<file path="src/source/gbe_cfg.svh">
`ifndef GBE_CFG_SVH
`define GBE_CFG_SVH

// Buffer depths in 512-bit words
`define GBE_TX_DEPTH 16
`define GBE_RX_DEPTH 8

// Transmit almost-full threshold, in buffered words
`define GBE_TX_AFULL_LEVEL 12

// Source identity stamped into every outgoing header
`define GBE_LOCAL_IP 32'h0A00_0002
`define GBE_LOCAL_PORT 16'd10000

// Cycles from reset release to link up
`define GBE_LINK_UP_CYCLES 16

// Activity LED hold time in cycles
`define GBE_LED_STRETCH 8

`endif

</file>
<file path="src/source/gbe_pkg.sv">
package gbe_pkg;

    // One line or payload word
    typedef logic [511:0] data_word_t;

    typedef logic [31:0] ip_addr_t;
    typedef logic [15:0] udp_port_t;

    // Wide enough for the deepest buffer
    typedef logic [5:0] fifo_count_t;

    typedef enum logic [1:0] {
        IDLE,
        HEADER,
        PAYLOAD
    } framer_state_t;

    typedef enum logic [1:0] {
        EXPECT_HEADER,
        ACCEPT,
        DISCARD
    } parser_state_t;

endpackage

</file>
<file path="src/source/udp_rx_parser.sv">
`include "gbe_cfg.svh"

module udp_rx_parser (
    input  logic                user_clk,
    input  logic                rst_n,
    input  logic                clear,
    input  gbe_pkg::data_word_t line_data,
    input  logic                line_valid,
    input  logic                line_last,
    input  logic                rx_buf_full,
    output logic                rx_wr_en,
    output logic [608:0]        rx_wr_data,
    output logic                bad_frame,
    output logic                word_dropped
);

    gbe_pkg::parser_state_t state;

    // Fields of the current frame header
    gbe_pkg::ip_addr_t   hdr_dest_ip;
    gbe_pkg::udp_port_t  hdr_dest_port;
    gbe_pkg::ip_addr_t   hdr_src_ip;
    gbe_pkg::udp_port_t  hdr_src_port;

    // Payload word waiting one cycle for the buffer write
    logic                pend_valid;
    logic                pend_eof;
    gbe_pkg::data_word_t pend_data;

    // Full is sampled in the write cycle, so a word is never pushed into a full buffer
    assign rx_wr_en     = pend_valid && !rx_buf_full;
    assign word_dropped = pend_valid && rx_buf_full;
    assign rx_wr_data   = {hdr_src_port, hdr_src_ip, hdr_dest_port, hdr_dest_ip,
                           pend_eof, pend_data};

    always_ff @(posedge user_clk or negedge rst_n) begin
        if (!rst_n) begin
            state      <= gbe_pkg::EXPECT_HEADER;
            pend_valid <= 1'b0;
            bad_frame  <= 1'b0;
        end else if (clear) begin
            state      <= gbe_pkg::EXPECT_HEADER;
            pend_valid <= 1'b0;
            bad_frame  <= 1'b0;
        end else begin
            pend_valid <= 1'b0;
            bad_frame  <= 1'b0;
            case (state)
                gbe_pkg::EXPECT_HEADER: begin
                    if (line_valid) begin
                        // Destination filter
                        if (line_data[31:0] == `GBE_LOCAL_IP) begin
                            state <= gbe_pkg::ACCEPT;
                        end else begin
                            state <= gbe_pkg::DISCARD;
                        end
                    end
                end
                gbe_pkg::ACCEPT: begin
                    if (line_valid) begin
                        pend_valid <= 1'b1;
                        if (line_last) begin
                            state <= gbe_pkg::EXPECT_HEADER;
                        end
                    end
                end
                gbe_pkg::DISCARD: begin
                    if (line_valid && line_last) begin
                        bad_frame <= 1'b1;
                        state     <= gbe_pkg::EXPECT_HEADER;
                    end
                end
                default: state <= gbe_pkg::EXPECT_HEADER;
            endcase
        end
    end

    always_ff @(posedge user_clk) begin
        if (state == gbe_pkg::EXPECT_HEADER && line_valid) begin
            hdr_dest_ip   <= line_data[31:0];
            hdr_dest_port <= line_data[47:32];
            hdr_src_ip    <= line_data[79:48];
            hdr_src_port  <= line_data[95:80];
        end
        if (line_valid) begin
            pend_data <= line_data;
            pend_eof  <= line_last;
        end
    end

    // Only frames addressed to this node reach the receive buffer
    a_write_local_frame: assert property (
        @(posedge user_clk) disable iff (!rst_n)
        rx_wr_en |-> (hdr_dest_ip == `GBE_LOCAL_IP)
    );

endmodule

</file>
<file path="config.mk">
export PLATFORM = sky130hd
export DESIGN_NAME = udp_rx_parser
export DESIGN_NICKNAME = d
export VERILOG_FILES = /design/src/source/gbe_pkg.sv /design/src/source/udp_rx_parser.sv
export VERILOG_INCLUDE_DIRS = /design/src /design/src/source
export SDC_FILE = /design/constraint.sdc
export NUM_CORES = 1
export LEC_CHECK = 0
export ABC_AREA = 1
export BUFFER_PORTS_ARGS = -buffer_cell sky130_fd_sc_hd__buf_2
export CORE_AREA = 2 2 440 442
export DETAILED_ROUTE_END_ITERATION = 10
export DIE_AREA = 0 0 442 444
export GPL_TIMING_DRIVEN = 0
export PLACE_DENSITY = 0.38
export SLEW_MARGIN = 25
export SYNTH_ARGS = -nofsm -noshare
export SYNTH_HDL_FRONTEND = slang
export SYNTH_SLANG_ARGS = --single-unit
</file>
<file path="constraint.sdc">
create_clock -name user_clk -period 3.95 [get_ports user_clk]
set_clock_uncertainty 0.15 [all_clocks]
set_input_delay 0.395 -clock user_clk [delete_from_list [all_inputs] [get_ports user_clk]]
set_output_delay 0.395 -clock user_clk [all_outputs]
set_load 0.02 [all_outputs]
</file>
==> After elaboration in Yosys (flattened, before gate mapping) <==
Index checks and enable logic that the tools add are counted.
{ "word_totals": {"regBits": 613, "inputBits": 518, "output_inout_bits": 612, "elab_cells": 36} }
{ "op_classes": {"n_eq_ne": 7, "mux": 13, "n_reduce_logical": 7} }
{ "ops": {"columns": ["op", "count"], "rows": [
  ["$eq A32 B28 Y1 const B", 1],
  ["$mux W2", 6],
  ["$ne A3 B3 Y1 const B", 4],
  ["$mux W1", 6],
  ["$pmux W2 S3", 1],
  ["$logic_and A1 B1 Y1", 4],
  ["$reduce_and A4 Y1", 1],
  ["$eq A2 B1 Y1 const B", 1],
  ["$eq A2 B2 Y1 const B", 1],
  ["$logic_not A2 Y1", 1],
  ["$logic_not A1 Y1", 1]
]} }

==> Logic depth before layout (Yosys ltp) <==
{ "logic_depth": {"word_depth": 5, "ltp_mapped": 8, "mapped_depth_nobuf": 8} }

==> Worst setup path after synthesis <==
No wires, ideal clock.
{ "synth_timing": {"path_type": "reg2reg", "startpoint": "register state[1]", "endpoint": "register hdr_dest_ip[0], enable pin", "setup_ns": 0.476, "arrival_time_ns": 2.982, "t_required_ns": 3.324, "setup_slack_ns": 0.342, "stages_incl_launch_ff": 4, "path_buffers": 0, "synth_period_minus_slack_ns": 3.608, "path_cell_list": "dfrtp_1 -> inv_2 -> nand2_2 -> nor2_2"} }
{ "synth_between": {"elab_chain_len": 2} }
{ "synth_lines": {"columns": ["element", "line_no", "source"], "rows": [
  ["start, declared", "udp_rx_parser.sv:17", "gbe_pkg::parser_state_t state;"],
  ["start signal, assigned", "udp_rx_parser.sv:38", "state <= gbe_pkg::EXPECT_HEADER;"],
  ["start signal, assigned", "udp_rx_parser.sv:42", "state <= gbe_pkg::EXPECT_HEADER;"],
  ["start signal, assigned", "udp_rx_parser.sv:53", "state <= gbe_pkg::ACCEPT;"],
  ["$logic_not A2 Y1", "udp_rx_parser.sv:79", "if (state == gbe_pkg::EXPECT_HEADER && line_valid) begin"],
  ["$logic_and A1 B1 Y1", "udp_rx_parser.sv:79", null],
  ["end signal, assigned", "udp_rx_parser.sv:80", "hdr_dest_ip <= line_data[31:0];"],
  ["end, declared", "udp_rx_parser.sv:20", "gbe_pkg::ip_addr_t hdr_dest_ip;"]
]} }
Every way passes these cells.
A chain may end at the register's enable or synchronous reset.

==> Worst setup path in the final report <==
{ "layout_timing": {"startpoint": "input port line_valid", "endpoint": "register hdr_src_port[3], enable pin"} }
{ "layout_between": {"elab_chain_len": 1} }
{ "layout_lines": {"columns": ["element", "line_no", "source"], "rows": [
  ["start, declared", "udp_rx_parser.sv:8", "input logic line_valid,"],
  ["$logic_and A1 B1 Y1", "udp_rx_parser.sv:79", null],
  ["end signal, assigned", "udp_rx_parser.sv:83", "hdr_src_port <= line_data[95:80];"],
  ["end, declared", "udp_rx_parser.sv:23", "gbe_pkg::udp_port_t hdr_src_port;"]
]} }
Every way passes these cells.

==> metrics.md <==
| Metric | Value |
|---|---|
| Cell Rows | `about 160` |
| Overall Global Routing Usage | `12.6%` |
| Chip width | `between 400 and 500 um` |
| GR peak layer | `met2` |
| Core Area | `192000 um^2` |
| Total CTS buffers | `roughly 80` |
| LEAKAGE | `between 10 and 15 nW` |
| Fmax | `around 320 MHz` |
| Pins Over Slew Limit | `0` |
| Worst Path Required | `about 4200 ps` |
| Netlist cell types | `14` |
| Post-DP HPWL | `106000 um` |
| Netlist Area Pre-Place | `18700 um^2` |
| Via density | `approximately 3.0` |
| GR Util met1 | `about 15%` |
| Minimum clock period | `~3200 ps` |
| Post-DP Area | `27800 um^2` |
| Worst hold path class | `input pin to register` |
| Most common cell after layout, fill and taps aside | `buf_2` |
| Routed wire length | `roughly 130000 um` |
| R2R Setup Slk | `roughly 1600 ps` |
| Relative slew margins | `about 58%` |
| Status | `complete, no violations` |
| Port Buffers | `around 1100` |
| Syn-to-layout area delta | `91.2%` |
| Clk_lat worst skew | `roughly 670 ps` |
| YS warnings | `0` |
| Post-route ant nets | `0` |
| Sink Count | `613` |
| Die area | `~200000 um^2` |
| Final hold vios | `0` |
| Fin nets | `roughly 3000` |
| CTS Root Cell | `clkbuf_16` |
| Vias in the first global route | `approximately 16000` |
| CTS max path bufs | `3` |
| Via count | `around 15000` |
| Final core area utilization | `18.7%` |
| Placed Instances | `between 4000 and 5000` |
| Syn_area_per_cell | `27.1 um^2` |
| Fin crit share | `79.9%` |
| Largest net degree at the start of global routing | `between 80 and 90` |
| Flops & latches, synth | `between 600 and 700` |
| DRC | `0` |
| PD cells | `around 500 nW/um^2` |
| Die Ht | `between 400 and 500 um` |
| Initial antenna violation count | `86` |
| H-Tree Depth | `3` |
| Placer Congestion | `between 0.9 and 1` |
| Final setup viols | `0` |
| DR WL/cell | `25.4 um` |
| Max-Cap Viols | `0` |
| Worst Tran Pin Value | `approximately 630 ps` |
| CP max FO | `81` |
| Post-CTS Resized | `0` |
| Fillers | `about 21000` |
| Worst endpoint data arrival time | `approximately 3400 ps` |
| M2 GR Usage | `between 10% and 20%` |
| Most frequent cells in the layout | `buf_2, edfxtp_1, dlygate4sd3_1` |
| First DRT Iteration DRCs | `about 1300` |
| Drt first pass iters | `4` |
| Maximum VDD drop | `between 400 and 500 uV` |
| Clock transition at path regs | `70 ps` |
| RSZ-0062 raised after global routing | `no` |
| Starting Density | `approximately 9.8%` |
| Share of layout cells above drive strength 1 | `a little over 50%` |
| GRT overflow | `0` |
| Crit Path Class | `input pin to register` |
| Critical Path Sink Type | `register` |
| M3 GR Usage | `7.94%` |
| Sequential share of the synthesized area | `a little under 100%` |
| Gate Count Post-Synth | `about 700` |
| Crit path launch type | `input pin` |
| Finished Layout Cells | `slightly above 5000` |
| Fin area | `~36000 um^2` |
| CTS tree | `yes` |
| IO Count | `between 1000 and 1500` |
| Mapped Nets | `between 1000 and 1500` |
| First-pass GRT wire length | `159000 um` |
[cell type report]
type                       count  area [um^2]  area share [%]
timing repair buffer        1658        11100            31.2
antenna                       15         37.5           0.105
buffer                         1         7.51          0.0210
clock buffer                  92         2090            5.84
sequential                   613        18400            51.4
clock inverter                52          619            1.73
inverter                      28          105           0.294
multi-input combinational     49          214           0.598
tap                         2526         3160            8.84
[path summary, 6_finish.rpt]
kind                            startpoint         endpoint  cells after the start
worst max-delay path            line_valid  hdr_src_port[3]                     10
worst min-delay path            line_valid   pend_data[113]                      2
worst max register to register    state[1]  hdr_src_port[3]                      7
worst min register to register    state[1]         state[1]                      2
max in group asynchronous            rst_n        bad_frame                      3
min in group asynchronous            rst_n         state[1]                      3
[state kept, by name, indices dropped and copies added (netlist names), 2 cells and up]
name / count
pend_data: 512
hdr_dest_ip: 32
hdr_src_ip: 32
hdr_dest_port: 16
hdr_src_port: 16
state: 2
[stage by stage]
stage	total power (W)	setup TNS, ps	worst slack [ps]	hold slack (ps)
final	0.0181	0	794	127
after global routing	0.0189	0	603	98.8
after CTS	0.0185	0	817	50.2
after detailed placement	0.0100	-11310	-402	69.1
after global placement	0.0101	-4626640	-12050	71.2
after floorplan	0.00868	0	342	-50.6
[where the power goes]
part	switching, W	internal [W]
registers	0.000161	0.00772
clock network	0.00309	0.00464
logic	0.00162	0.000874
[metal layers]
layer,vias to the layer above,wire (um)
met5,-,4
met1,7388,49200
li1,6260,-
met4,2,3410
met3,245,19000
met2,963,56000
[worst max-delay path, cell delays in order]
cell and delay (ps):
buf_8 150, buf_16 360, buf_16 370, buf_16 320, nand2_2 150, nor2_4 500
buf_12 260, buf_16 170, buf_12 170, buf_16 190
[cell families (layout without fill, tap and decap cells)]
logic type             count (synthesis)  after routing  synth area share, %
AOI/OAI and AO/OA                      1              1               0.0267
and+or+nand+nor                       48             48                 1.09
DFF                                  613            613                 98.3
other                                  0             15                    0
buffers and inverters                 29           1831                0.602
[synthesized netlist by cell type]
cell type	n	area, um^2
edfxtp_1	609	18300
inv_1	27	101
nand2_1	27	101
nor2_1	10	37.5
dfrtp_1	4	100
nor2_2	4	25.0
nand3_1	2	10.0
nor3_1	2	10.0
a21oi_1	1	5.00
and2_1	1	6.26
buf_4	1	7.51
inv_2	1	3.75
nand2_2	1	6.26
nor3b_1	1	7.51
[what timing repair did]
| action | CTS | global route |
|---|---|---|
| hold buffers | 518 | 0 |
| endpoints found under the hold margin | 636 | 0 |
| setup buffers | 0 | 0 |
(Power assumes the default switching activity.)
