--- config.mk ---
export PLATFORM = sky130hd
export DESIGN_NAME = gbe_link_status
export DESIGN_NICKNAME = d
export VERILOG_FILES = /design/src/source/gbe_link_status.sv
export VERILOG_INCLUDE_DIRS = /design/src /design/src/source
export SDC_FILE = /design/constraint.sdc
export NUM_CORES = 1
export LEC_CHECK = 0
export BUFFER_PORTS_ARGS = -buffer_cell sky130_fd_sc_hd__buf_2
export CAP_MARGIN = 20
export CORE_MARGIN = 3
export CORE_UTILIZATION = 57
export DETAILED_ROUTE_END_ITERATION = 16
export HOLD_SLACK_MARGIN = 0.15
export PLACE_DENSITY = 0.79
export REMOVE_ABC_BUFFERS = 1
export SLEW_MARGIN = 20
export SYNTH_ARGS = -nofsm -noshare
export SYNTH_HDL_FRONTEND = slang
export SYNTH_SLANG_ARGS = --single-unit
export TNS_END_PERCENT = 10
--- constraint.sdc ---
create_clock -name user_clk -period 4.9 [get_ports user_clk]
set_input_delay 0.245 -clock user_clk [delete_from_list [all_inputs] [get_ports user_clk]]
set_output_delay 0.245 -clock user_clk [all_outputs]
set_load 0.01 [all_outputs]
--- src/source/gbe_cfg.svh ---
`ifndef GBE_CFG_SVH
`define GBE_CFG_SVH

// Buffer depths in 512-bit words
`define GBE_TX_DEPTH 16
`define GBE_RX_DEPTH 8

// Transmit almost-full threshold, in buffered words
`define GBE_TX_AFULL_LEVEL 12

// Source identity stamped into every outgoing header
`define GBE_LOCAL_IP 32'h0A00_0002
`define GBE_LOCAL_PORT 16'd10000

// Cycles from reset release to link up
`define GBE_LINK_UP_CYCLES 16

// Activity LED hold time in cycles
`define GBE_LED_STRETCH 8

`endif

--- src/source/gbe_link_status.sv ---
`include "gbe_cfg.svh"

module gbe_link_status (
    input  logic user_clk,
    input  logic rst_n,
    input  logic clear,
    input  logic rx_activity,
    input  logic tx_activity,
    input  logic word_dropped,
    input  logic overrun_ack,
    output logic led_up,
    output logic led_rx,
    output logic led_tx,
    output logic overrun
);

    localparam int LINK_W = $clog2(`GBE_LINK_UP_CYCLES + 1);
    localparam int LED_W  = $clog2(`GBE_LED_STRETCH + 1);

    logic [LINK_W-1:0] link_cnt;
    logic [LED_W-1:0]  stretch_cnt [2];
    logic [1:0]        activity;

    // Index 0 is receive, index 1 is transmit
    assign activity = {tx_activity, rx_activity};
    assign led_rx   = (stretch_cnt[0] != '0);
    assign led_tx   = (stretch_cnt[1] != '0);

    always_ff @(posedge user_clk or negedge rst_n) begin
        if (!rst_n) begin
            link_cnt    <= '0;
            led_up      <= 1'b0;
            overrun     <= 1'b0;
            stretch_cnt <= '{default: '0};
        end else if (clear) begin
            link_cnt    <= '0;
            led_up      <= 1'b0;
            overrun     <= 1'b0;
            stretch_cnt <= '{default: '0};
        end else begin
            if (!led_up) begin
                if (link_cnt == LINK_W'(`GBE_LINK_UP_CYCLES - 1)) begin
                    led_up <= 1'b1;
                end else begin
                    link_cnt <= link_cnt + 1'b1;
                end
            end
            // Set wins over acknowledge
            if (word_dropped) begin
                overrun <= 1'b1;
            end else if (overrun_ack) begin
                overrun <= 1'b0;
            end
            for (int i = 0; i < 2; i++) begin
                if (activity[i]) begin
                    stretch_cnt[i] <= LED_W'(`GBE_LED_STRETCH);
                end else if (stretch_cnt[i] != '0) begin
                    stretch_cnt[i] <= stretch_cnt[i] - 1'b1;
                end
            end
        end
    end

endmodule

Word-level counts from Yosys, hierarchy flattened

Index checks and enable logic that the tools add are counted.

Multiplexer cells: 14
Eq/ne operators: 3
$add $sub $neg: 3
$mul: 0
Div/mod/pow operators: 0
Order comparisons: 0
Reductions and logical operators: 6
Shift-type cells: 0
Bitwise logic cells: 0

Operators with widths:

| operator                                          | count |
|---|---|
| two-way mux 4 bit                                 | 4 |
| two-way mux 5 bit                                 | 3 |
| nonzero test 3 bit                                | 3 |
| two-way mux 8 bit                                 | 1 |
| nonzero test 4 bit                                | 2 |
| subtractor 4 x 1 -> 4 bit (second input constant) | 2 |
| two-way mux 1 bit                                 | 6 |
| adder 5 x 1 -> 5 bit (second input constant)      | 1 |
| == test 5 x 4 -> 1 bit (second input constant)    | 1 |
| inequality test 2 bit (second input constant)     | 2 |
| AND reduction 2 bit                               | 1 |

Bits in writable memories: 0
Input bits: 7
Bits in read-only memories: 0
Bits in registers: 15
Output and inout port bits: 4
Latch bits: 0
Memories: 0
Word-level logic and storage cells: 31

Depth between registers and ports, before layout

Gate-level depths: netlist of run 1.

Depth after elaboration: 4
Depth in mapped cells: 6
Depth with buffers taken out: 6

Worst setup path before layout of run 1

OpenSTA, ideal clock, no wires.

Kind: reg2reg
Start point: reg link_cnt[0]
End point: reg link_cnt[3]
Setup slack: 3.152 ns
Setup time: 0.125 ns
Buffers on the path: 0
Stages on the path, launching flop included: 7
Data arrival time: 1.623 ns
Clock period less this slack: 1.748 ns
Path through: dfrtp_1 -> ha_1 -> and3_1 -> ha_1 -> nor2_1 -> nand4_1 -> mux2_2

Cells in the longest elaborated chain, start to end: 4

RTL lines:

| item                     | RTL line              | RTL |
|---|---|---|
| start: declaration       | gbe_link_status.sv:20 | `logic [LINK_W-1:0] link_cnt;` |
| start signal: assignment | gbe_link_status.sv:45 | `link_cnt <= link_cnt + 1'b1;` |
| adder 5 x 1 -> 5 bit     | gbe_link_status.sv:45 |  |
| two-way mux 5 bit        | gbe_link_status.sv:42 | `` if (link_cnt == LINK_W'(`GBE_LINK_UP_CYCLES - 1)) begin `` |
| two-way mux 5 bit        | gbe_link_status.sv:41 | `if (!led_up) begin` |
| two-way mux 5 bit        | gbe_link_status.sv:35 | `end else if (clear) begin` |

Several ways; a longest one is shown, not always the timed one. The select of a mux whose other input is x is not followed.
A chain may end at the register's enable or synchronous reset.

Worst setup path in the final report of run 1

Same ends and word-level chain as after synthesis.

==> run metrics, run 1 <==
status completed; Post-Syn Area 743 µm²; Buf+Inv Stages, Crit Path 0; via density per instance roughly 5.5; Top delay family on crit path simple AND/OR/NAND/NOR gates; vias in the first global route ~520; # IOs 11; #FFs+latches synth 15; CTS max path bufs 2; ratio of cells with drive above 1 in the final layout 0.200; grt total ovfl 0; Clock H-tree levels 1; port bufs 10; number of DRC markers in iteration 0 8; Synth Warn # 0; fillcell total 97; NumNets Final 97; Critical Path Fanout Max 6; cell area after placement roughly 800 µm²; Worst-Margin Slew ~0.4 ns; GRT Overall Usage 0.161; crit-path max cell delay around 0.4 ns; Num CTS Buffers 3; synthesized area per cell approximately 10 µm²; Tcrit/Tclk final 0.387; Hold Crit Class in -> reg; HP Start word_dropped; die area around 1800 µm²; pin count of the biggest net entering global routing 17; Min Hold Slack between 0.15 and 0.2 ns; Commonest cells post-synth dfrtp_1, nor2_1, nor3_1, inv_1; top-count cell post-synth dfrtp_1; multiplexer share of the synthesized area 0.0438; Vias ~540; Fin. Hold Viols 0; n_diodes 0; P&R area growth vs syn 12.1%; DRT Wirelength 1.21 mm; CP most frequent cell ha_1; XOR/XNOR share of the synthesized area 0.0471; clk sink count 15; setup TNS 0 ns; GPL Wtd Cong between 0.7 and 0.8; Max VDD drop just over 0.2 mV; setup repair after global routing missed its margin no; placed cell count 94; Clock Root Buffer clkbuf_4; fraction of the mapped netlist area in simple logic gates 0.197; Residual DRC 0; Worst-path clk slew approximately 0.080 ns; Finished Cell Area approximately 830 µm²; synthesized-area fraction occupied by adder cells 0.0673; reg2reg path depth 6; Slew headroom 0.736; WL/cell 12.2 µm; EDFF count, synth 0; Crit path required time 5.07 ns; cell taking the most area after synthesis dfrtp_1; core area 1170 µm²; drt pass-1 iters 4; Synth top area share 0.505; Core Rows 12; initial antenna violation count 0; Main synth FF type dfrtp_1; Initial Utilization 0.635; Critical Path Slowest Stage Cell dfrtp_1; hpwl dp about 910 µm; post-route minimum period 1.90 ns; Leakage 0.402 nW; Reg-to-Reg End link_cnt[3]; crit end category register; largest family of logic cells by synthesized area simple AND/OR/NAND/NOR gates; clock latency on the worst-skew pair 0.27 ns; Netlist cell types 20; CTS resizes 0; Final ANT Viol Nets 0; Synth Area in Compound Gates 0.0909; Crit Path Category reg -> reg; reg2reg setup slack between 3 and 4 ns; first-pass GRT wire length around 2.2 mm; Post-Synthesis Cells 73; Max Fclk 0.528 GHz; power density over cell area 341 nW/µm²; Die X-Extent between 40 and 50 µm; CP Launch Type register; fin util 0.712; sequential fraction of the synthesis area 0.505; Crit path arrival time around 2 ns; Hold Path End overrun; Post-Layout Cell Count 99; Hold Path Stages 3; Area contributors post-synth dfrtp_1, ha_1, nor2_1; crit-path cells ha_1 -> and3_1 -> ha_1 -> nor2_1 -> nand4_1 -> mux2_2; fraction of registers with async set/reset 1.00; fin. max-slew vios 0; TritonCTS clock tree yes; max-cap violations 0; r2r startpoint link_cnt[0]; Die Ht 42.1 µm; Setup Skew slightly above 0.0008 ns; final setup vio count 0
-- registers in the layout, indices dropped and copies added, names as in the netlist --
register and flops:
led_up 1, link_cnt 5, overrun 1, stretch_cnt 8
-- per-stage QoR --
stage | power (mW) | setup slack (ns)
5_1_grt | 0.304 | 2.88
3_5_place_dp | 0.218 | 3.02
3_3_place_gp | 0.215 | 3.08
4_1_cts | 0.288 | 3.01
2_1_floorplan | 0.196 | 3.15
6_report | 0.284 | 3.00
-- worst reg2reg max path: cells and delay by family, from the launching register on --
kind	cells	cell delay, ns
adders and majority gates	2	0.41
DFF	1	0.41
muxes	1	0.29
and+or+nand+nor	3	0.67
-- how the worst max path moves through the flow --
| stage | startpoint | to | slack, ns | cells after the start |
|---|---|---|---|---|
| CTS | link_cnt[0] | link_cnt[3] | 3.01 | 6 |
| global route | link_cnt[0] | link_cnt[3] | 2.88 | 6 |
| finish | link_cnt[0] | link_cnt[3] | 3.00 | 6 |
| detailed placement | link_cnt[0] | link_cnt[3] | 3.02 | 6 |
| global placement | link_cnt[0] | link_cnt[3] | 3.08 | 6 |
| floorplan | link_cnt[0] | link_cnt[3] | 3.15 | 6 |
-- routing by layer --
metal	up-vias	GRT usage	wire, µm
met5	-	0	0
met4	0	0.0745	14
met3	2	0.0258	41
met2	10	0.269	566
met1	255	0.205	584
li1	275	-	-
-- report_power, final --
part | switching [mW] | internal [mW]
logic | 0.0384 | 0.0330
registers | 0.00951 | 0.135
clock network | 0.0370 | 0.0315
total | 0.0849 | 0.199
-- repair_timing --
action                     CTS  global route
hold endpoints to repair    15             0
hold buffers                 1             0
setup endpoints to repair    0             0
setup buffers                0             0
-- layout by cell type (no fill, tap or decap), drive strengths merged, types with 3 or more instances in the layout --
cell,synthesis,routed
dfrtp,15,15
nor2,13,13
xnor2,4,4
ha,4,4
a211oi,3,3
buf,2,10
inv,6,6
nor3,8,8
clkbuf,1,4
-- logic make-up after synthesis --
logic type	count (synthesis)
muxes	3
xor gates and xnor gates	4
DFF	15
buffers and inverters	9
AOI/OAI and AO/OA	8
adders and majority gates	4
and+or+nand+nor	30
-- cell type report --
| class | instances | area, µm² | area share |
|---|---|---|---|
| Clock buffer | 4 | 26.3 | 0.0315 |
| Inverter | 6 | 22.5 | 0.0270 |
| Multi-Input combinational cell | 49 | 332 | 0.398 |
| Sequential cell | 15 | 375 | 0.450 |
| Tap cell | 14 | 17.5 | 0.0210 |
| Timing Repair Buffer | 11 | 60.1 | 0.0721 |
Power figures use the tool's default switching activity.
==> run 2: changes to the inputs <==
- ABC_AREA: unset -> 1
- CORE_UTILIZATION: 57 -> 54
- PLACE_DENSITY: 0.79 -> 0.75
- clock period: 4.9 -> 1.9 ns (I/O delays scaled with it)
==> run 2 against run 1 <==
Wire length rose by 20%. Cell area up 15%. Cell count rose by 38%. Clock power rose to 2.6 times the previous value. Largest power group unchanged. Sequential share of layout area is 5.8 points lower. Combinational power rose to 2.6 times the previous value. Clock skew rose by 0.0025 ns. First-iteration DRC count increased by 100%. Count of clock-buffer cells in the layout is the same. Critical path depth rose by 4.
==> run metrics, run 2 <==
Area contributors post-synth dfrtp_1, nand2_1, inv_1 (was dfrtp_1, ha_1, nor2_1); CP Launch Type register (unchanged); CTS max path bufs 2 (unchanged); largest register by flop count stretch_cnt (unchanged); max-cap violations 0 (unchanged); Post-CTS Setup Bufs 0 (unchanged); Worst-path clk slew 0.09 ns (was 0.08 ns); final setup vio count 0 (unchanged); Post-Synthesis Cells 102 (was 73); Max VDD drop 0.543 mV (was 0.204 mV); Synth Warn # 0 (unchanged); Worst-Margin Slew 0.327 ns (was 0.394 ns); first-pass GRT wire length 2.67 mm (was 2.19 mm); GRT Overall Usage 0.189 (was 0.161); Post-Syn Area 801 µm² (was 743 µm²); synthesized area per cell 7.85 µm² (was 10.2 µm²); Vias 669 (was 542); setup repair after global routing missed its margin no (unchanged); Num CTS Buffers 3 (unchanged); number of DRC markers in iteration 0 16 (was 8); hpwl dp 1.06 mm (was 913 µm); Crit Path Category reg -> reg (unchanged); Crit path required time 2.07 ns (was 5.07 ns); Tcrit/Tclk final 0.823 (was 0.387); clock latency on the worst-skew pair 0.27 ns (about the same); TritonCTS clock tree yes (unchanged); Commonest cells post-synth nand2_1, inv_1, dfrtp_1, nor2_1, nand3_1 (was dfrtp_1, nor2_1, nor3_1, inv_1); Netlist cell types 20 (unchanged); Leakage 0.557 nW (was 0.402 nW); status completed (unchanged); Crit path arrival time 1.74 ns (was 2.06 ns); # IOs 11 (unchanged); largest family of logic cells by synthesized area simple AND/OR/NAND/NOR gates (unchanged); multiplexer share of the synthesized area 0 (was 0.0438); fraction of the mapped netlist area in simple logic gates 0.284 (was 0.197); Residual DRC 0 (unchanged); most frequent cells in the layout nand2_1, inv_1, dfrtp_1 (was dfrtp_1, nor2_1, buf_2); most common cell after layout, fill and taps aside nand2_1 (was dfrtp_1); max reg flops 8 (unchanged); core area 1350 µm² (was 1170 µm²); Die X-Extent 44.5 µm (was 42.1 µm); port bufs 10 (unchanged); Initial Utilization 0.593 (was 0.635); grt total ovfl 0 (unchanged); Fin. Hold Viols 0 (unchanged); XOR/XNOR share of the synthesized area 0.0109 (was 0.0471); initial antenna violation count 0 (unchanged); synthesized-area fraction occupied by adder cells 0.0625 (was 0.0673); setup TNS 0 ns (unchanged); Clock H-tree levels 1 (unchanged); pin count of the biggest net entering global routing 16 (was 17); Synth top area share 0.469 (was 0.505); P&R area growth vs syn 19.4% (was 12.1%); WL/cell 10.6 µm (was 12.2 µm); Hold Crit Class in -> async (was in -> reg); fin. max-slew vios 0 (unchanged); fraction of registers with async set/reset 1.00 (unchanged); n_diodes 0 (unchanged); power density over cell area 766 nW/µm² (was 341 nW/µm²); clk sink count 15 (unchanged); Critical Path Fanout Max 8 (was 6); Clock Root Buffer clkbuf_4 (unchanged); Largest regs stretch_cnt: 8 flops, link_cnt: 5 flops (unchanged); sequential fraction of the synthesis area 0.469 (was 0.505); vias in the first global route 649 (was 522); Main synth FF type dfrtp_1 (unchanged); top-count cell post-synth nand2_1 (was dfrtp_1); Synth Area in Compound Gates 0.0750 (was 0.0909); Reg-to-Reg End link_cnt[1] (was link_cnt[3]); EDFF count, synth 0 (unchanged); ratio of cells with drive above 1 in the final layout 0.148 (was 0.200); reg2reg path depth 10 (was 6); Slew headroom 0.782 (was 0.736); Min Hold Slack 0.237 ns (was 0.187 ns); reg2reg setup slack 0.34 ns (was 3.00 ns); Core Rows 13 (was 12); die area 1980 µm² (was 1770 µm²); cell taking the most area after synthesis dfrtp_1 (unchanged); #FFs+latches synth 15 (unchanged); CTS resizes 0 (unchanged); Final ANT Viol Nets 0 (unchanged); r2r startpoint link_cnt[0] (unchanged); GPL Wtd Cong 0.803 (was 0.766); NumNets Final 134 (was 97); Die Ht 44.5 µm (was 42.1 µm); Setup Skew 0.00334 ns (was 0.000823 ns); drt pass-1 iters 4 (unchanged); DRT Wirelength 1.45 mm (was 1.21 mm); via density per instance 4.88 (was 5.47); crit end category register (unchanged); Max Fclk 0.640 GHz (was 0.528 GHz); post-route minimum period 1.56 ns (was 1.90 ns)
==> run 2: cell count changes after synthesis, moves of 4 or more <==
cell	before	now
inv_1	6	20
nand2_1	2	25
nand3_1	0	7
nor3_1	8	1
xnor2_1	4	0
==> run 2: how the worst max path moves through the flow <==
stage | end | startpoint | cells after the start | slack [ns]
after global placement | link_cnt[2] | link_cnt[0] | 8 | 0.40
after global routing | link_cnt[1] | link_cnt[0] | 10 | 0.21
after CTS | overrun | word_dropped | 6 | 0.10
final | link_cnt[1] | link_cnt[0] | 10 | 0.34
after floorplan | link_cnt[2] | link_cnt[0] | 8 | 0.45
after detailed placement | link_cnt[2] | link_cnt[0] | 8 | 0.36
==> run 2: through the flow <==
step | cells | setup WS (ns) | cell area [µm²] | power [mW] | util
finish | 137 | 0.337 | 956 | 0.732 | 0.708
global route | 137 | 0.206 | 956 | 0.795 | 0.708
CTS | 138 | 0.105 | 966 | 0.744 | 0.715
detailed placement | 127 | 0.355 | 870 | 0.550 | 0.644
global placement | 127 | 0.398 | 870 | 0.545 | 0.644
floorplan | 102 | 0.450 | 801 | 0.497 | -
==> run 2: area by class of cell <==
type,instances,area (µm²)
clock buffers,4,26.3
fillers,116,394
inverters,21,78.8
multi-input cells,66,347
flip-flops and latches,15,375
well taps,15,18.8
repair buffers,16,110
==> run 2: routing by layer <==
metal	wire length, µm	global-route usage
met5	0	0
met4	11	0.102
met3	45	0.0366
met2	659	0.304
met1	732	0.235
==> run 2: repair_timing <==
| action | CTS | global route |
|---|---|---|
| endpoints found under the hold margin | 22 | 0 |
| setup endpoints to repair | 0 | 1 |
| hold buffers | 7 | 0 |
==> run 2: report_power, final <==
| group | internal (mW) | total, mW | switching, mW |
|---|---|---|---|
| Sequential | 0.347 | 0.368 | 0.0211 |
| Clock | 0.0813 | 0.178 | 0.0965 |
| Combinational | 0.0771 | 0.186 | 0.109 |
==> run 2: critical path: stages (launching register included) <==
cell and delay (ns):
dfrtp_1 0.43, ha_1 0.22, nand2_1 0.08, nor2_1 0.05, ha_1 0.21, nor2_4 0.20
inv_1 0.07, nand2_1 0.06, inv_1 0.04, nand2_1 0.05, nand2_1 0.05
==> run 2: logic make-up after synthesis <==
group,count (synthesis)
and+or+nand+nor,50
AOI/OAI and AO/OA,11
adders and majority gates,4
xor gates and xnor gates,1
buffers and inverters,21
DFF,15
