## config.mk

```make
export PLATFORM = sky130hd
export DESIGN_NAME = udp_tx_framer
export DESIGN_NICKNAME = d
export VERILOG_FILES = /design/src/source/gbe_pkg.sv /design/src/source/udp_tx_framer.sv
export VERILOG_INCLUDE_DIRS = /design/src /design/src/source
export SDC_FILE = /design/constraint.sdc
export NUM_CORES = 1
export LEC_CHECK = 0
export BUFFER_PORTS_ARGS = -buffer_cell sky130_fd_sc_hd__buf_2
export CAP_MARGIN = 10
export CORE_AREA = 2 2 423 425
export CTS_CLUSTER_DIAMETER = 30
export CTS_CLUSTER_SIZE = 20
export DETAILED_ROUTE_END_ITERATION = 7
export DIE_AREA = 0 0 425 427
export GPL_TIMING_DRIVEN = 0
export PLACE_DENSITY = 0.3
export SLEW_MARGIN = 5
export SYNTH_ARGS = -nofsm -noshare
export SYNTH_HDL_FRONTEND = slang
export SYNTH_SLANG_ARGS = --single-unit
```

## constraint.sdc

```tcl
create_clock -name user_clk -period 3.2 [get_ports user_clk]
set_input_delay 0.8 -clock user_clk [delete_from_list [all_inputs] [get_ports user_clk]]
set_output_delay 0.8 -clock user_clk [all_outputs]
set_load 0.1 [all_outputs]
```

## src/source/gbe_cfg.svh

```systemverilog
`ifndef GBE_CFG_SVH
`define GBE_CFG_SVH

// Buffer depths in 512-bit words
`define GBE_TX_DEPTH 16
`define GBE_RX_DEPTH 8

// Transmit almost-full threshold, in buffered words
`define GBE_TX_AFULL_LEVEL 12

// Source identity stamped into every outgoing header
`define GBE_LOCAL_IP 32'h0A00_0002
`define GBE_LOCAL_PORT 16'd10000

// Cycles from reset release to link up
`define GBE_LINK_UP_CYCLES 16

// Activity LED hold time in cycles
`define GBE_LED_STRETCH 8

`endif

```

## src/source/gbe_pkg.sv

```systemverilog
package gbe_pkg;

    // One line or payload word
    typedef logic [511:0] data_word_t;

    typedef logic [31:0] ip_addr_t;
    typedef logic [15:0] udp_port_t;

    // Wide enough for the deepest buffer
    typedef logic [5:0] fifo_count_t;

    typedef enum logic [1:0] {
        IDLE,
        HEADER,
        PAYLOAD
    } framer_state_t;

    typedef enum logic [1:0] {
        EXPECT_HEADER,
        ACCEPT,
        DISCARD
    } parser_state_t;

endpackage

```

## src/source/udp_tx_framer.sv

```systemverilog
`include "gbe_cfg.svh"

module udp_tx_framer (
    input  logic               user_clk,
    input  logic               rst_n,
    input  logic               clear,
    input  gbe_pkg::data_word_t buf_data,
    input  logic               buf_eof,
    input  gbe_pkg::ip_addr_t  buf_dest_ip,
    input  gbe_pkg::udp_port_t buf_dest_port,
    input  logic               buf_empty,
    output logic               buf_pop,
    output gbe_pkg::data_word_t line_data,
    output logic               line_valid,
    output logic               line_last
);

    gbe_pkg::framer_state_t state;
    gbe_pkg::data_word_t    header_word;

    // Header fields come from the first buffered word of the frame
    always_comb begin
        header_word        = '0;
        header_word[31:0]  = buf_dest_ip;
        header_word[47:32] = buf_dest_port;
        header_word[79:48] = `GBE_LOCAL_IP;
        header_word[95:80] = `GBE_LOCAL_PORT;
    end

    assign buf_pop = (state == gbe_pkg::PAYLOAD) && !buf_empty;

    always_ff @(posedge user_clk or negedge rst_n) begin
        if (!rst_n) begin
            state      <= gbe_pkg::IDLE;
            line_valid <= 1'b0;
            line_last  <= 1'b0;
        end else if (clear) begin
            state      <= gbe_pkg::IDLE;
            line_valid <= 1'b0;
            line_last  <= 1'b0;
        end else begin
            line_valid <= 1'b0;
            line_last  <= 1'b0;
            case (state)
                gbe_pkg::IDLE: begin
                    if (!buf_empty) begin
                        state <= gbe_pkg::HEADER;
                    end
                end
                gbe_pkg::HEADER: begin
                    line_valid <= 1'b1;
                    state      <= gbe_pkg::PAYLOAD;
                end
                gbe_pkg::PAYLOAD: begin
                    // Buffer running dry leaves a gap inside the frame
                    if (!buf_empty) begin
                        line_valid <= 1'b1;
                        line_last  <= buf_eof;
                        if (buf_eof) begin
                            state <= gbe_pkg::IDLE;
                        end
                    end
                end
                default: state <= gbe_pkg::IDLE;
            endcase
        end
    end

    always_ff @(posedge user_clk) begin
        if (state == gbe_pkg::HEADER) begin
            line_data <= header_word;
        end else if (buf_pop) begin
            line_data <= buf_data;
        end
    end

    // Idle cycle after every frame end, so a new header never meets a pending write
    a_gap_after_last: assert property (
        @(posedge user_clk) disable iff (!rst_n) line_last |=> !line_valid
    );

endmodule
```

---- After elaboration in Yosys (flattened, before gate mapping) ----
Cells that the tools add are included.
storage, ports and cells
  bits in registers ....................... 516
  input bits .............................. 565
  word-level logic and storage cells ...... 28
  output and inout bits ................... 515
operators by class
  reductions and logical operators ........ 5
  multiplexer cells ....................... 13
  equality and inequality tests ........... 5
operator list
  kind                                                             count
  48-bit two-way mux                                               2
  3-bit != test, second input constant                             3
  2-bit two-way mux                                                4
  2-bit one-hot mux with 3 select lines                            1
  1-bit two-way mux                                                5
  3-bit AND reduction                                              1
  2-bit by 1-bit == test with 1-bit output, second input constant  1
  2-bit == test, second input constant                             1
  2-bit zero test                                                  1
  1-bit one-hot mux with 2 select lines                            1
  2-bit nonzero test                                               1
  1-bit logical AND                                                1
  1-bit zero test                                                  1

---- Logic depth before layout (Yosys ltp) ----
Gate-level depths: netlist of the first run.
  word-level depth ........................ 4
  mapped depth ............................ 9
  mapped depth without buffers ............ 6

---- Worst setup path before layout of the first run ----
No wires, ideal clock.
  path type ............................... input to register
  start ................................... in buf_empty
  end ..................................... reg line_data[0], enable pin
  buffers on the path ..................... 1
  library setup time ...................... 0.414 ns
  required time ........................... 2.786 ns
  data arrival time ....................... 2.216 ns
  stages .................................. 3
  slack ................................... 0.570 ns
  cell sequence ........................... nand2b_1 buf_6 nand2b_1
on the way
  longest elaborated chain between the ends .. 3
ends and longest elaborated chain
  what                          RTL line             source
  start, declared               udp_tx_framer.sv:11  input logic buf_empty,
  1-bit zero test               -
  1-bit logical AND             udp_tx_framer.sv:30  assign buf_pop = (state == gbe_pkg::PAYLOAD) && !buf_empty;
  2-bit nonzero test (no line)  -
  end signal, assigned          udp_tx_framer.sv:71  line_data <= header_word;
  end signal, assigned          udp_tx_framer.sv:73  line_data <= buf_data;
  end, declared                 udp_tx_framer.sv:13  output gbe_pkg::data_word_t line_data,
Every way passes these cells.
A chain may end at the register's enable or synchronous reset.

---- Worst setup path after layout of the first run ----
  start ................................... reg state[0]
  end ..................................... out buf_pop
on the way
  longest elaborated chain between the ends .. 2
ends and longest elaborated chain
  what                    RTL line             source
  start, declared         udp_tx_framer.sv:18  gbe_pkg::framer_state_t state;
  start signal, assigned  udp_tx_framer.sv:34  state <= gbe_pkg::IDLE;
  start signal, assigned  udp_tx_framer.sv:38  state <= gbe_pkg::IDLE;
  start signal, assigned  udp_tx_framer.sv:47  state <= gbe_pkg::HEADER;
  2-bit == test           udp_tx_framer.sv:30
  1-bit logical AND       udp_tx_framer.sv:30
  end, declared           udp_tx_framer.sv:12  output logic buf_pop,
Every way passes these cells.

==> metrics.yaml, run 1 <==
sta:
  final.setup.worst_slack_ns: 0.251
  tightest_slew_ns: 0.952
  relSlewSlack_pct: 36.5
  finalCritPeriodShare_pct: 92.2
  report.final.hold_viol_count: 0
  fin_skew_ns: 0.0517
  drv_slew: 0
  rsz0062_at_grt: "no"
  setup_violations: 0
  fmax_mhz: 339
  fin_crit_ns: 2.95
worst_setup_path:
  crit_arrival_ns: 2.15
  reg2reg_setup_slack_ns: 0.49
  crit_path_end: "buf_pop"
  rr_worst_depth: 6
  critPathKind: "reg -> out"
  critPathLaunchType: "flip-flop"
  critPathRequiredTime_ns: 2.40
  path_max_fanout: 15
  end_kind: "primary output"
  crit_start: "state[0]$_DFFE_PN0P_"
  r2r_end: "line_data[180]$_SDFFE_PP0P_"
  reg2reg_from: "state[1]$_DFFE_PN0P_"
power_and_ir_drop:
  leakage_nw: 14.9
  pwr_density_cell_nw_per_um2: 1340
  vdd_ir_drop_max_mv: 0.727
global_routing:
  gr-usage-met3_pct: 6.21
  track_usage_pct: 13.5
  grt_overflow: 0
  grt_pass1_wl_microns: 168000
  grt_pass1_vias: 20200
  grt_max_degree: 50
  grtUsageMet1_pct: 14.6
  antenna_found_initial: 58
  grtUsageMet2_pct: 23.4
  busiest_layer: "met2"
synthesis:
  syn-num-nets: 2703
  synth.most_common_cell: "nand2_1"
  ys_ff_latch: 516
  synthArstFlopShare_pct: 0.775
  synth_top_cells_by_area: "dfxtp_1 50%, nand2_1 19%, a21oi_1 11%, edfxtp_1 7.7%, buf_6 2.9%"
  synthDistinctLibCells: 26
  synth_area_leader_cell: "dfxtp_1"
  yosys_warnings: 0
  synth_area_sq_um: 18700
  synth_top_area_share_pct: 49.6
  postSynthCellCount: 2135
  synth-edff-count: 48
  synth.top_cells.by_count: "928 x nand2_1, 464 x dfxtp_1, 408 x a21oi_1"
  ys_seq_area_share_pct: 57.8
  synthFlopType: "dfxtp_1"
  synth.avg_cell_area_sq_um: 8.77
layout:
  instances_no_fill: 5920
  fillers: 20100
  drive_gt1_share_pct: 44.8
  nNetsFinal: 3973
  area_delta_synth_final_pct: 79.6
floorplan:
  start_util_pct: 10.6
  die_area_sq_um: 181000
  rows: 155
  top_level_ports: 1080
  die_h_microns: 427
  die_x_microns: 425
  core_area_sq_um: 177000
routing:
  firstDrtPassIters: 5
  vias: 20100
  via_per_inst: 3.39
  routedWlPerCell_microns: 21.6
  drt_iter0_markers: 841
  drc_errors: 0
  ant_nets: 0
  wl_microns: 128000
flow_run:
  cap_violations: 0
place:
  dp_hpwl_microns: 104000
  preCtsSetupSlack_ns: -0.121
  port_buffers: 1079
  placedCellCount: 5569
  gp_congestion: 0.865
status:
  status: "finished clean"
clocking:
  root_buffer: "clkbuf_16"
  htree_levels: 4
  clock_sink_count: 516
  clock_latency_ns: 0.80
  cts_buffer_depth: 3
  clk_pin_slew_ns: 0.04
  cts_buffers: 184
  cts_tree: "built"
hold_path:
  hp-class: "in -> reg"
-- cell usage in the layout (no fill, tap or decap), types with 47 or more instances in the layout --
cell,instances
dfxtp_1,464
nand2_1,928
buf_6,47
edfxtp_1,48
a21oi_2,50
a21oi_1,408
mux2_2,48
clkbuf_1,85
clkbuf_16,185
buf_2,1106
-- stage by stage --
step | util (%) | setup TNS, ns | hold WS (ns) | total power, mW | instance area (sq um)
finish | 19.0 | 0 | 0.220 | 45.0 | 33600
global route | 19.0 | 0 | 0.153 | 46.7 | 33600
CTS | 18.9 | 0 | 0.110 | 45.6 | 33600
detailed placement | 15.3 | -0.121 | 0.443 | 27.0 | 27100
global placement | 15.3 | -30.73 | 0.440 | 27.0 | 27100
floorplan | - | 0 | 0.504 | 23.1 | 18700
-- sequential cells by signal, summed over array words and instances, names as in the netlist --
name and count:
line_data 512, line_last 1, line_valid 1, state 2
-- power breakdown --
group | leakage [nW] | internal, mW | switching (mW)
combinational | 7.45 | 2.47 | 15.1
sequential | 4.30 | 8.26 | 0.920
clock | 3.14 | 12.9 | 5.33
-- what timing repair did --
item	CTS	global route
hold buffers	1	0
setup buffers	0	5
gates resized for setup	7	2
hold endpoints to repair	4	0
endpoints found under the setup margin	1	1
-- kinds of logic after synthesis --
| group | Yosys count | synth area share (%) |
|---|---|---|
| muxes | 48 | 2.89 |
| AOI/OAI and AO/OA | 460 | 13.3 |
| DFF | 516 | 57.8 |
| adders and majority gates | 3 | 0.200 |
| and+or+nand+nor | 945 | 19.3 |
| buffers and inverters | 163 | 6.51 |
-- final cells by class --
| cell class | count | area, sq um | share of cell area [%] |
|---|---|---|---|
| buffer | 159 | 1200 | 3.58 |
| sequential | 516 | 10800 | 32.2 |
| inverter | 3 | 37.5 | 0.112 |
| timing repair buffer | 1085 | 5460 | 16.2 |
| clock buffer | 274 | 5400 | 16.1 |
| antenna | 6 | 15.0 | 0.0447 |
| tap | 2355 | 2950 | 8.76 |
| clock inverter | 66 | 1040 | 3.10 |
| multi-input combinational | 1456 | 6680 | 19.9 |
-- worst min path at each step --
stage | cells past startpoint | slack (ns) | startpoint | to
5_1_grt | 3 | 0.15 | buf_data[88] | line_data[88]$_SDFFE_PP1P_
3_5_place_dp | 2 | 0.44 | line_data[104]$_SDFFE_PP0P_ | line_data[104]$_SDFFE_PP0P_
2_1_floorplan | 0 | 0.50 | rst_n | line_last$_DFF_PN0_
4_1_cts | 3 | 0.11 | buf_data[93] | line_data[93]$_SDFFE_PP1P_
3_3_place_gp | 2 | 0.44 | line_data[375]$_SDFFE_PP0P_ | line_data[375]$_SDFFE_PP0P_
6_report | 3 | 0.22 | buf_data[93] | line_data[93]$_SDFFE_PP1P_
-- worst max-delay path, stage by stage (launching register included) --
cell and delay [ns]:
dfrtp_1 0.34, inv_1 0.07, ha_1 0.23, nand2b_1 0.13
buf_12 0.17, clkinv_16 0.13, buf_12 0.20
-- metal layers --
metal / vias up / wire (microns)
li1: 9587 / -
met1: 9407 / 48700
met2: 790 / 63800
met3: 252 / 12000
met4: 34 / 2930
met5: - / 193
Power figures use the tool's default switching activity.
==> inputs of run 2 (changes only) <==
Settings changed: REMOVE_ABC_BUFFERS set to 1.
==> run 2 against run 1 <==
Clock power down 2%. Critical path depth stayed put. Power is 2.1% lower. First-iteration DRC count grew 16%. Critical path type unchanged. Largest power group unchanged. Highest routed layer unchanged.
==> metrics.yaml, run 2 (synthesis results as in run 1) <==
clocking:
  clock_sink_count: 516  # unchanged
  clock_latency_ns: 0.80  # about the same
  htree_levels: 4  # unchanged
  clk_pin_slew_ns: 0.04  # about the same
  cts_tree: "built"
  cts_buffers: 188  # +2.2%
  cts_buffer_depth: 3  # unchanged
  root_buffer: "clkbuf_16"
sta:
  whs_ns: 0.242  # +0.0217 ns
  rsz0062_at_grt: "no"
  setup-tns-final_ns: 0  # unchanged
  drv_slew: 0  # unchanged
  finalCritPeriodShare_pct: 92.1  # about the same
  report.final.hold_viol_count: 0  # unchanged
  tightest_slew_ns: 1.03  # +0.0762 ns
  fin_crit_ns: 2.95  # -0.00278 ns
  fmax_mhz: 339  # about the same
  fin_skew_ns: 0.0290  # -0.0227 ns
  relSlewSlack_pct: 31.4  # -5.1 points
  setup_violations: 0  # unchanged
place:
  dp_hpwl_microns: 79500  # -24%
  placed_area_sq_um: 26500  # -2.3%
  placedCellCount: 5430  # -2.5%
  port_buffers: 1079  # unchanged
  gp_congestion: 0.787  # -9.1%
layout:
  fillers: 20200  # +0.33%
  most-common-layout-cells: "1078 x buf_2, 928 x nand2_1, 464 x dfxtp_1"
  multi_input_area_sq_um: 6720  # +0.62%
  largest_reg_flops: 512  # unchanged
  instances_no_fill: 5792  # -2.2%
  seqCellArea_sq_um: 10800  # unchanged
  final_common_cell: "buf_2"
  final_util_pct: 18.6  # -0.34 points
  top_register: "line_data"
  area_delta_synth_final_pct: 76.3
  drive_gt1_share_pct: 44.2  # -0.64 points
  final_cell_area_sq_um: 33000  # -1.8%
  reg_top3: "line_data x512, state x2"
  nNetsFinal: 3843  # -3.3%
routing:
  drc_errors: 0  # unchanged
  wl_microns: 108000  # -15%
  via_per_inst: 3.33  # -1.9%
  routedWlPerCell_microns: 18.6  # -14%
  drt_iter0_markers: 977  # +16%
  firstDrtPassIters: 5  # unchanged
  vias: 19300  # -4.0%
  ant_nets: 0  # unchanged
hold_path:
  hp-class: "in -> reg"
floorplan:
  die_h_microns: 427  # unchanged
  rows: 155  # unchanged
  die_x_microns: 425  # unchanged
  die_area_sq_um: 181000  # unchanged
  core_area_sq_um: 177000  # unchanged
  top_level_ports: 1080  # unchanged
  start_util_pct: 10.6  # unchanged
worst_setup_path:
  path_max_fanout: 15  # unchanged
  crit_path_max_incr_delay_ns: 0.40  # +0.06 ns
  critPathLaunchType: "flip-flop"
  timing.critical_path.buf_inv: 4  # unchanged
  end_kind: "primary output"
  cp_slowest_cell: "dfrtp_1"
  critPathKind: "reg -> out"
  crit_arrival_ns: 2.15  # about the same
  crit_family: "buffers and inverters"
  crit_path_cell_trace: "inv_1 -> ha_4 -> nand2b_4 -> buf_16 -> clkinv_16 -> buf_12"
  critPathRequiredTime_ns: 2.40  # about the same
global_routing:
  busiest_layer: "met2"
  grt_pass1_vias: 18800  # -6.6%
  grt_overflow: 0  # unchanged
  antenna_found_initial: 57  # -1.7%
  grt_pass1_wl_microns: 144000  # -14%
  grtUsageMet1_pct: 13.0  # -1.7 points
  gr-usage-met3_pct: 4.35  # -1.9 points
  track_usage_pct: 11.2  # -2.3 points
  grt_max_degree: 180  # +260%
  grtUsageMet2_pct: 18.6  # -4.8 points
status:
  status: "finished clean"
power_and_ir_drop:
  pwr_density_cell_nw_per_um2: 1330  # -0.33%
  vdd_ir_drop_max_mv: 0.528  # -27%
  leakage_nw: 14.6  # -2.2%
flow_run:
  cap_violations: 0  # unchanged
## run 2: cell count changes in the layout (fill, tap and decap cells not counted), moves of 3 or more
| cell | previous run | this run |
|---|---|---|
| clkinv_1 | 1 | 4 |
| buf_4 | 41 | 3 |
| clkbuf_8 | 44 | 38 |
| inv_6 | 1 | 5 |
| buf_16 | 0 | 17 |
| clkinvlp_4 | 6 | 0 |
| clkinv_2 | 26 | 49 |
| bufinv_16 | 17 | 12 |
| buf_6 | 47 | 0 |
| clkbuf_1 | 85 | 35 |
| buf_2 | 1106 | 1078 |
| diode_2 | 6 | 10 |
| inv_16 | 3 | 0 |
| clkbuf_16 | 185 | 192 |
## run 2: layer usage
layer / vias to the layer above / share of wire [%]
li1: 9317 / -
met1: 8979 / 40
met2: 730 / 49
met3: 228 / 7.7
met4: 8 / 2.9
met5: - / 0.050
## run 2: per-stage QoR
step | total power, mW | setup WS [ns]
floorplan | 23.2 | -11.69
global placement | 21.6 | -32.23
detailed placement | 26.4 | -0.235
CTS | 44.7 | 0.0191
global route | 45.8 | 0.0770
finish | 44.1 | 0.254
## run 2: final timing paths
kind / end / start / cells after the start / slack (ns)
max: buf_pop / state[0]$_DFFE_PN0P_ / 6 / 0.25
min: line_data[89]$_SDFFE_PP1P_ / buf_data[89] / 3 / 0.24
max reg2reg: line_data[28]$_DFFE_PP_ / state[1]$_DFFE_PN0P_ / 6 / 0.34
min reg2reg: line_data[104]$_SDFFE_PP0P_ / line_data[104]$_SDFFE_PP0P_ / 2 / 0.45
max in group asynchronous: line_last$_DFF_PN0_ / rst_n / 2 / 2.64
min in group asynchronous: state[0]$_DFFE_PN0P_ / rst_n / 2 / 0.42
## run 2: tightest hold or removal path, cell delays in order
cell and delay, ns:
buf_2 0.08, nand2_1 0.04, nand3b_1 0.07
## run 2: area by class of cell
cell class	count	share of cell area [%]
Sequential cell	516	32.8
Multi-Input combinational cell	1457	20.4
Clock inverter	78	2.85
Antenna cell	10	0.0758
Inverter	3	0.114
Tap cell	2355	8.92
Clock buffer	264	16.5
Timing Repair inverter	3	0.0796
Timing Repair Buffer	1106	18.3
## run 2: power breakdown
group | total (mW) | switching [mW] | internal [mW]
Sequential | 9.00 | 0.754 | 8.25
Clock | 17.9 | 5.24 | 12.6
Combinational | 17.2 | 14.8 | 2.43
## run 2: timing repair
action,CTS,global route
resized for setup,6,1
hold buffers,1,0
endpoints found under the hold margin,4,0
cloned,5,1
endpoints found under the setup margin,5,1
buffers inserted,1,2
==> inputs of run 3 (changes only) <==
--- a/config.mk
+++ b/config.mk
@@ -8,5 +8,4 @@
 export LEC_CHECK = 0
 export BUFFER_PORTS_ARGS = -buffer_cell sky130_fd_sc_hd__buf_2
-export CAP_MARGIN = 10
 export CORE_AREA = 2 2 423 425
 export CTS_CLUSTER_DIAMETER = 30
==> constraint.sdc (replaced) <==
create_clock -name user_clk -period 3.2 [get_ports user_clk]
set_input_delay 0.8 -clock user_clk [delete_from_list [all_inputs] [get_ports user_clk]]
set_output_delay 0.8 -clock user_clk [all_outputs]
set_load 0.05 [all_outputs]
==> run 3 against run 2 <==
Sequential power about the same. Critical path depth stayed put. Hold slack got worse by 0.0011 ns. Utilization barely moved. Worst setup slack got worse by 0.074 ns. Critical endpoint unchanged.
==> metrics.yaml, run 3 (synthesis results as in run 1) <==
sta:
  fin_crit_ns: 3.02  # +0.0738 ns
  setup-tns-final_ns: 0  # unchanged
  final.setup.worst_slack_ns: 0.180  # -0.0738 ns
  setup_violations: 0  # unchanged
  rsz0062_at_grt: "no"
  tightest_slew_ns: 0.944  # -0.0844 ns
  fmax_mhz: 331  # -2.4%
  finalCritPeriodShare_pct: 94.4  # +2.3 points
  drv_slew: 0  # unchanged
  relSlewSlack_pct: 37.1  # +5.6 points
  report.final.hold_viol_count: 0  # unchanged
  fin_skew_ns: 0.0291  # +0.000130 ns
power_and_ir_drop:
  vdd_ir_drop_max_mv: 0.480  # -9.1%
  p_comb_share_pct: 29.3  # -9.7 points
  pwr_density_cell_nw_per_um2: 1150  # -14%
  clockPowerShare_pct: 47.0  # +6.5 points
  leakage_nw: 14.5  # -0.18%
  sw_frac_of_total_pct: 38.7  # -8.5 points
  intPower_mw: 23.3  # about the same
  p_switching_mw: 14.7  # -29%
  pwr-share-seq_pct: 23.7  # +3.3 points
worst_setup_path:
  end_kind: "primary output"
  crit_start: "state[0]$_DFFE_PN0P_"
  timing.critical_path.buf_inv: 4  # unchanged
  crit_path_cell_trace: "inv_1 -> ha_4 -> nand2b_4 -> buf_16 -> inv_16 -> buf_6"
  crit_arrival_ns: 2.22  # +0.07 ns
  crit_family: "buffers and inverters"
  critPathRequiredTime_ns: 2.40  # about the same
  path_max_fanout: 21  # +6
  critPathLaunchType: "flip-flop"
  critPathKind: "reg -> out"
  reg2reg_from: "state[1]$_DFFE_PN0P_"
  cp_slowest_cell: "dfrtp_1"
  crit_path_max_incr_delay_ns: 0.40  # about the same
routing:
  vias: 19300  # +0.021%
  wl_microns: 108000  # -0.25%
  drc_errors: 0  # unchanged
  routedWlPerCell_microns: 18.6  # -0.18%
  drt_iter0_markers: 940  # -3.8%
  firstDrtPassIters: 5  # unchanged
  via_per_inst: 3.33  # about the same
  ant_nets: 0  # unchanged
global_routing:
  grt_pass1_wl_microns: 144000  # about the same
  grt_pass1_vias: 18800  # -0.027%
  track_usage_pct: 11.2  # about the same
  antenna_found_initial: 57  # unchanged
  grt_max_degree: 180  # unchanged
  grt_overflow: 0  # unchanged
place:
  placedCellCount: 5430  # unchanged
  dp_hpwl_microns: 79500  # unchanged
  port_buffers: 1079  # unchanged
  gp_congestion: 0.787  # unchanged
  preCtsSetupSlack_ns: -0.235  # unchanged
layout:
  area_delta_synth_final_pct: 76.0
  nNetsFinal: 3840  # -0.078%
  largest_reg_flops: 512  # unchanged
  most-common-layout-cells: "1078 x buf_2, 928 x nand2_1, 464 x dfxtp_1"
  final_common_cell: "buf_2"
  seqCellArea_sq_um: 10800  # unchanged
  instances_no_fill: 5788  # -0.069%
  drive_gt1_share_pct: 44.2  # -0.049 points
  fillers: 20200  # +0.0050%
  multi_input_area_sq_um: 6720  # unchanged
  top_register: "line_data"
  reg_top3: "line_data x512, state x2"
clocking:
  cts_buffer_depth: 3  # unchanged
  cts_buffers: 188  # unchanged
  cts_tree: "built"
  root_buffer: "clkbuf_16"
  htree_levels: 4  # unchanged
  clk_pin_slew_ns: 0.04  # about the same
  clock_latency_ns: 0.80  # about the same
  clock_sink_count: 516  # unchanged
floorplan:
  die_area_sq_um: 181000  # unchanged
  top_level_ports: 1080  # unchanged
  start_util_pct: 10.6  # unchanged
  die_x_microns: 425  # unchanged
  core_area_sq_um: 177000  # unchanged
  rows: 155  # unchanged
  die_h_microns: 427  # unchanged
hold_path:
  worstHoldStart: "buf_data[89]"
  hp-class: "in -> reg"
status:
  status: "finished clean"
flow_run:
  cap_violations: 0  # unchanged
run 3: cell count changes in the layout (fill, tap and decap cells not counted):
cell / delta
buf_6: +1
diode_2: -1
buf_12: -1
inv_16: +1
clkbuf_16: -1
clkinv_16: -1
buf_4: -2
run 3: what timing repair did:
item	4_1_cts	5_1_grt
hold endpoints to repair	4	0
resized for setup	4	0
endpoints found under the setup margin	5	0
buffers inserted	1	0
hold buffers	1	0
run 3: per-stage QoR:
step	instance area, sq um	util, %	power (mW)	hold slack [ns]
final	33000	18.6	38.0	0.241
after global placement	25900	14.6	17.1	0.439
after CTS	32900	18.6	38.7	0.129
after detailed placement	26500	14.9	20.4	0.443
after floorplan	17500	-	17.1	0.504
after global routing	33000	18.6	39.7	0.172
run 3: worst register-to-register path: cells and delay by family, from the launching register on:
family,cells,cell delay [ns]
buffers and inverters,4,1.04
and+or+nand+nor,1,0.36
DFF,1,0.40
adders and majority gates,1,0.57
run 3: cell type report:
type | instances | share of cell area (%)
Tap cell | 2355 | 8.94
Inverter | 3 | 0.0835
Antenna cell | 9 | 0.0683
Clock buffer | 264 | 16.5
Multi-Input combinational cell | 1457 | 20.4
Timing Repair inverter | 3 | 0.0797
Sequential cell | 516 | 32.9
Timing Repair Buffer | 1103 | 18.2
Clock inverter | 78 | 2.85
run 3: path summary, 6_finish.rpt:
kind / depth (start not counted) / slack [ns] / to
min in group asynchronous: 2 / 0.42 / state[0]$_DFFE_PN0P_
worst max register to register: 6 / 0.34 / line_data[28]$_DFFE_PP_
max in group asynchronous: 2 / 2.65 / line_last$_DFF_PN0_
worst max-delay path: 6 / 0.18 / buf_pop
worst min-delay path: 3 / 0.24 / line_data[89]$_SDFFE_PP1P_
worst min register to register: 2 / 0.45 / line_data[368]$_SDFFE_PP0P_
run 3: power by group through the flow:
| stage | clock network, mW | logic, mW | registers [mW] |
|---|---|---|---|
| final | 17.9 | 11.1 | 9.00 |
| after CTS | 18.3 | 11.3 | 9.02 |
| after floorplan | 0 | 2.34 | 14.8 |
| after global routing | 18.8 | 11.8 | 9.20 |
| after detailed placement | 0 | 11.3 | 9.10 |
| after global placement | 0 | 8.62 | 8.49 |
run 3: metal layers:
layer  wire (microns)  vias up  global-route usage (%)
li1                 -     9310                       -
met1            43100     8990                    13.0
met2            53100      730                    18.6
met3             8180      228                    4.35
met4             3110        8                    4.33
met5               54        -                       0
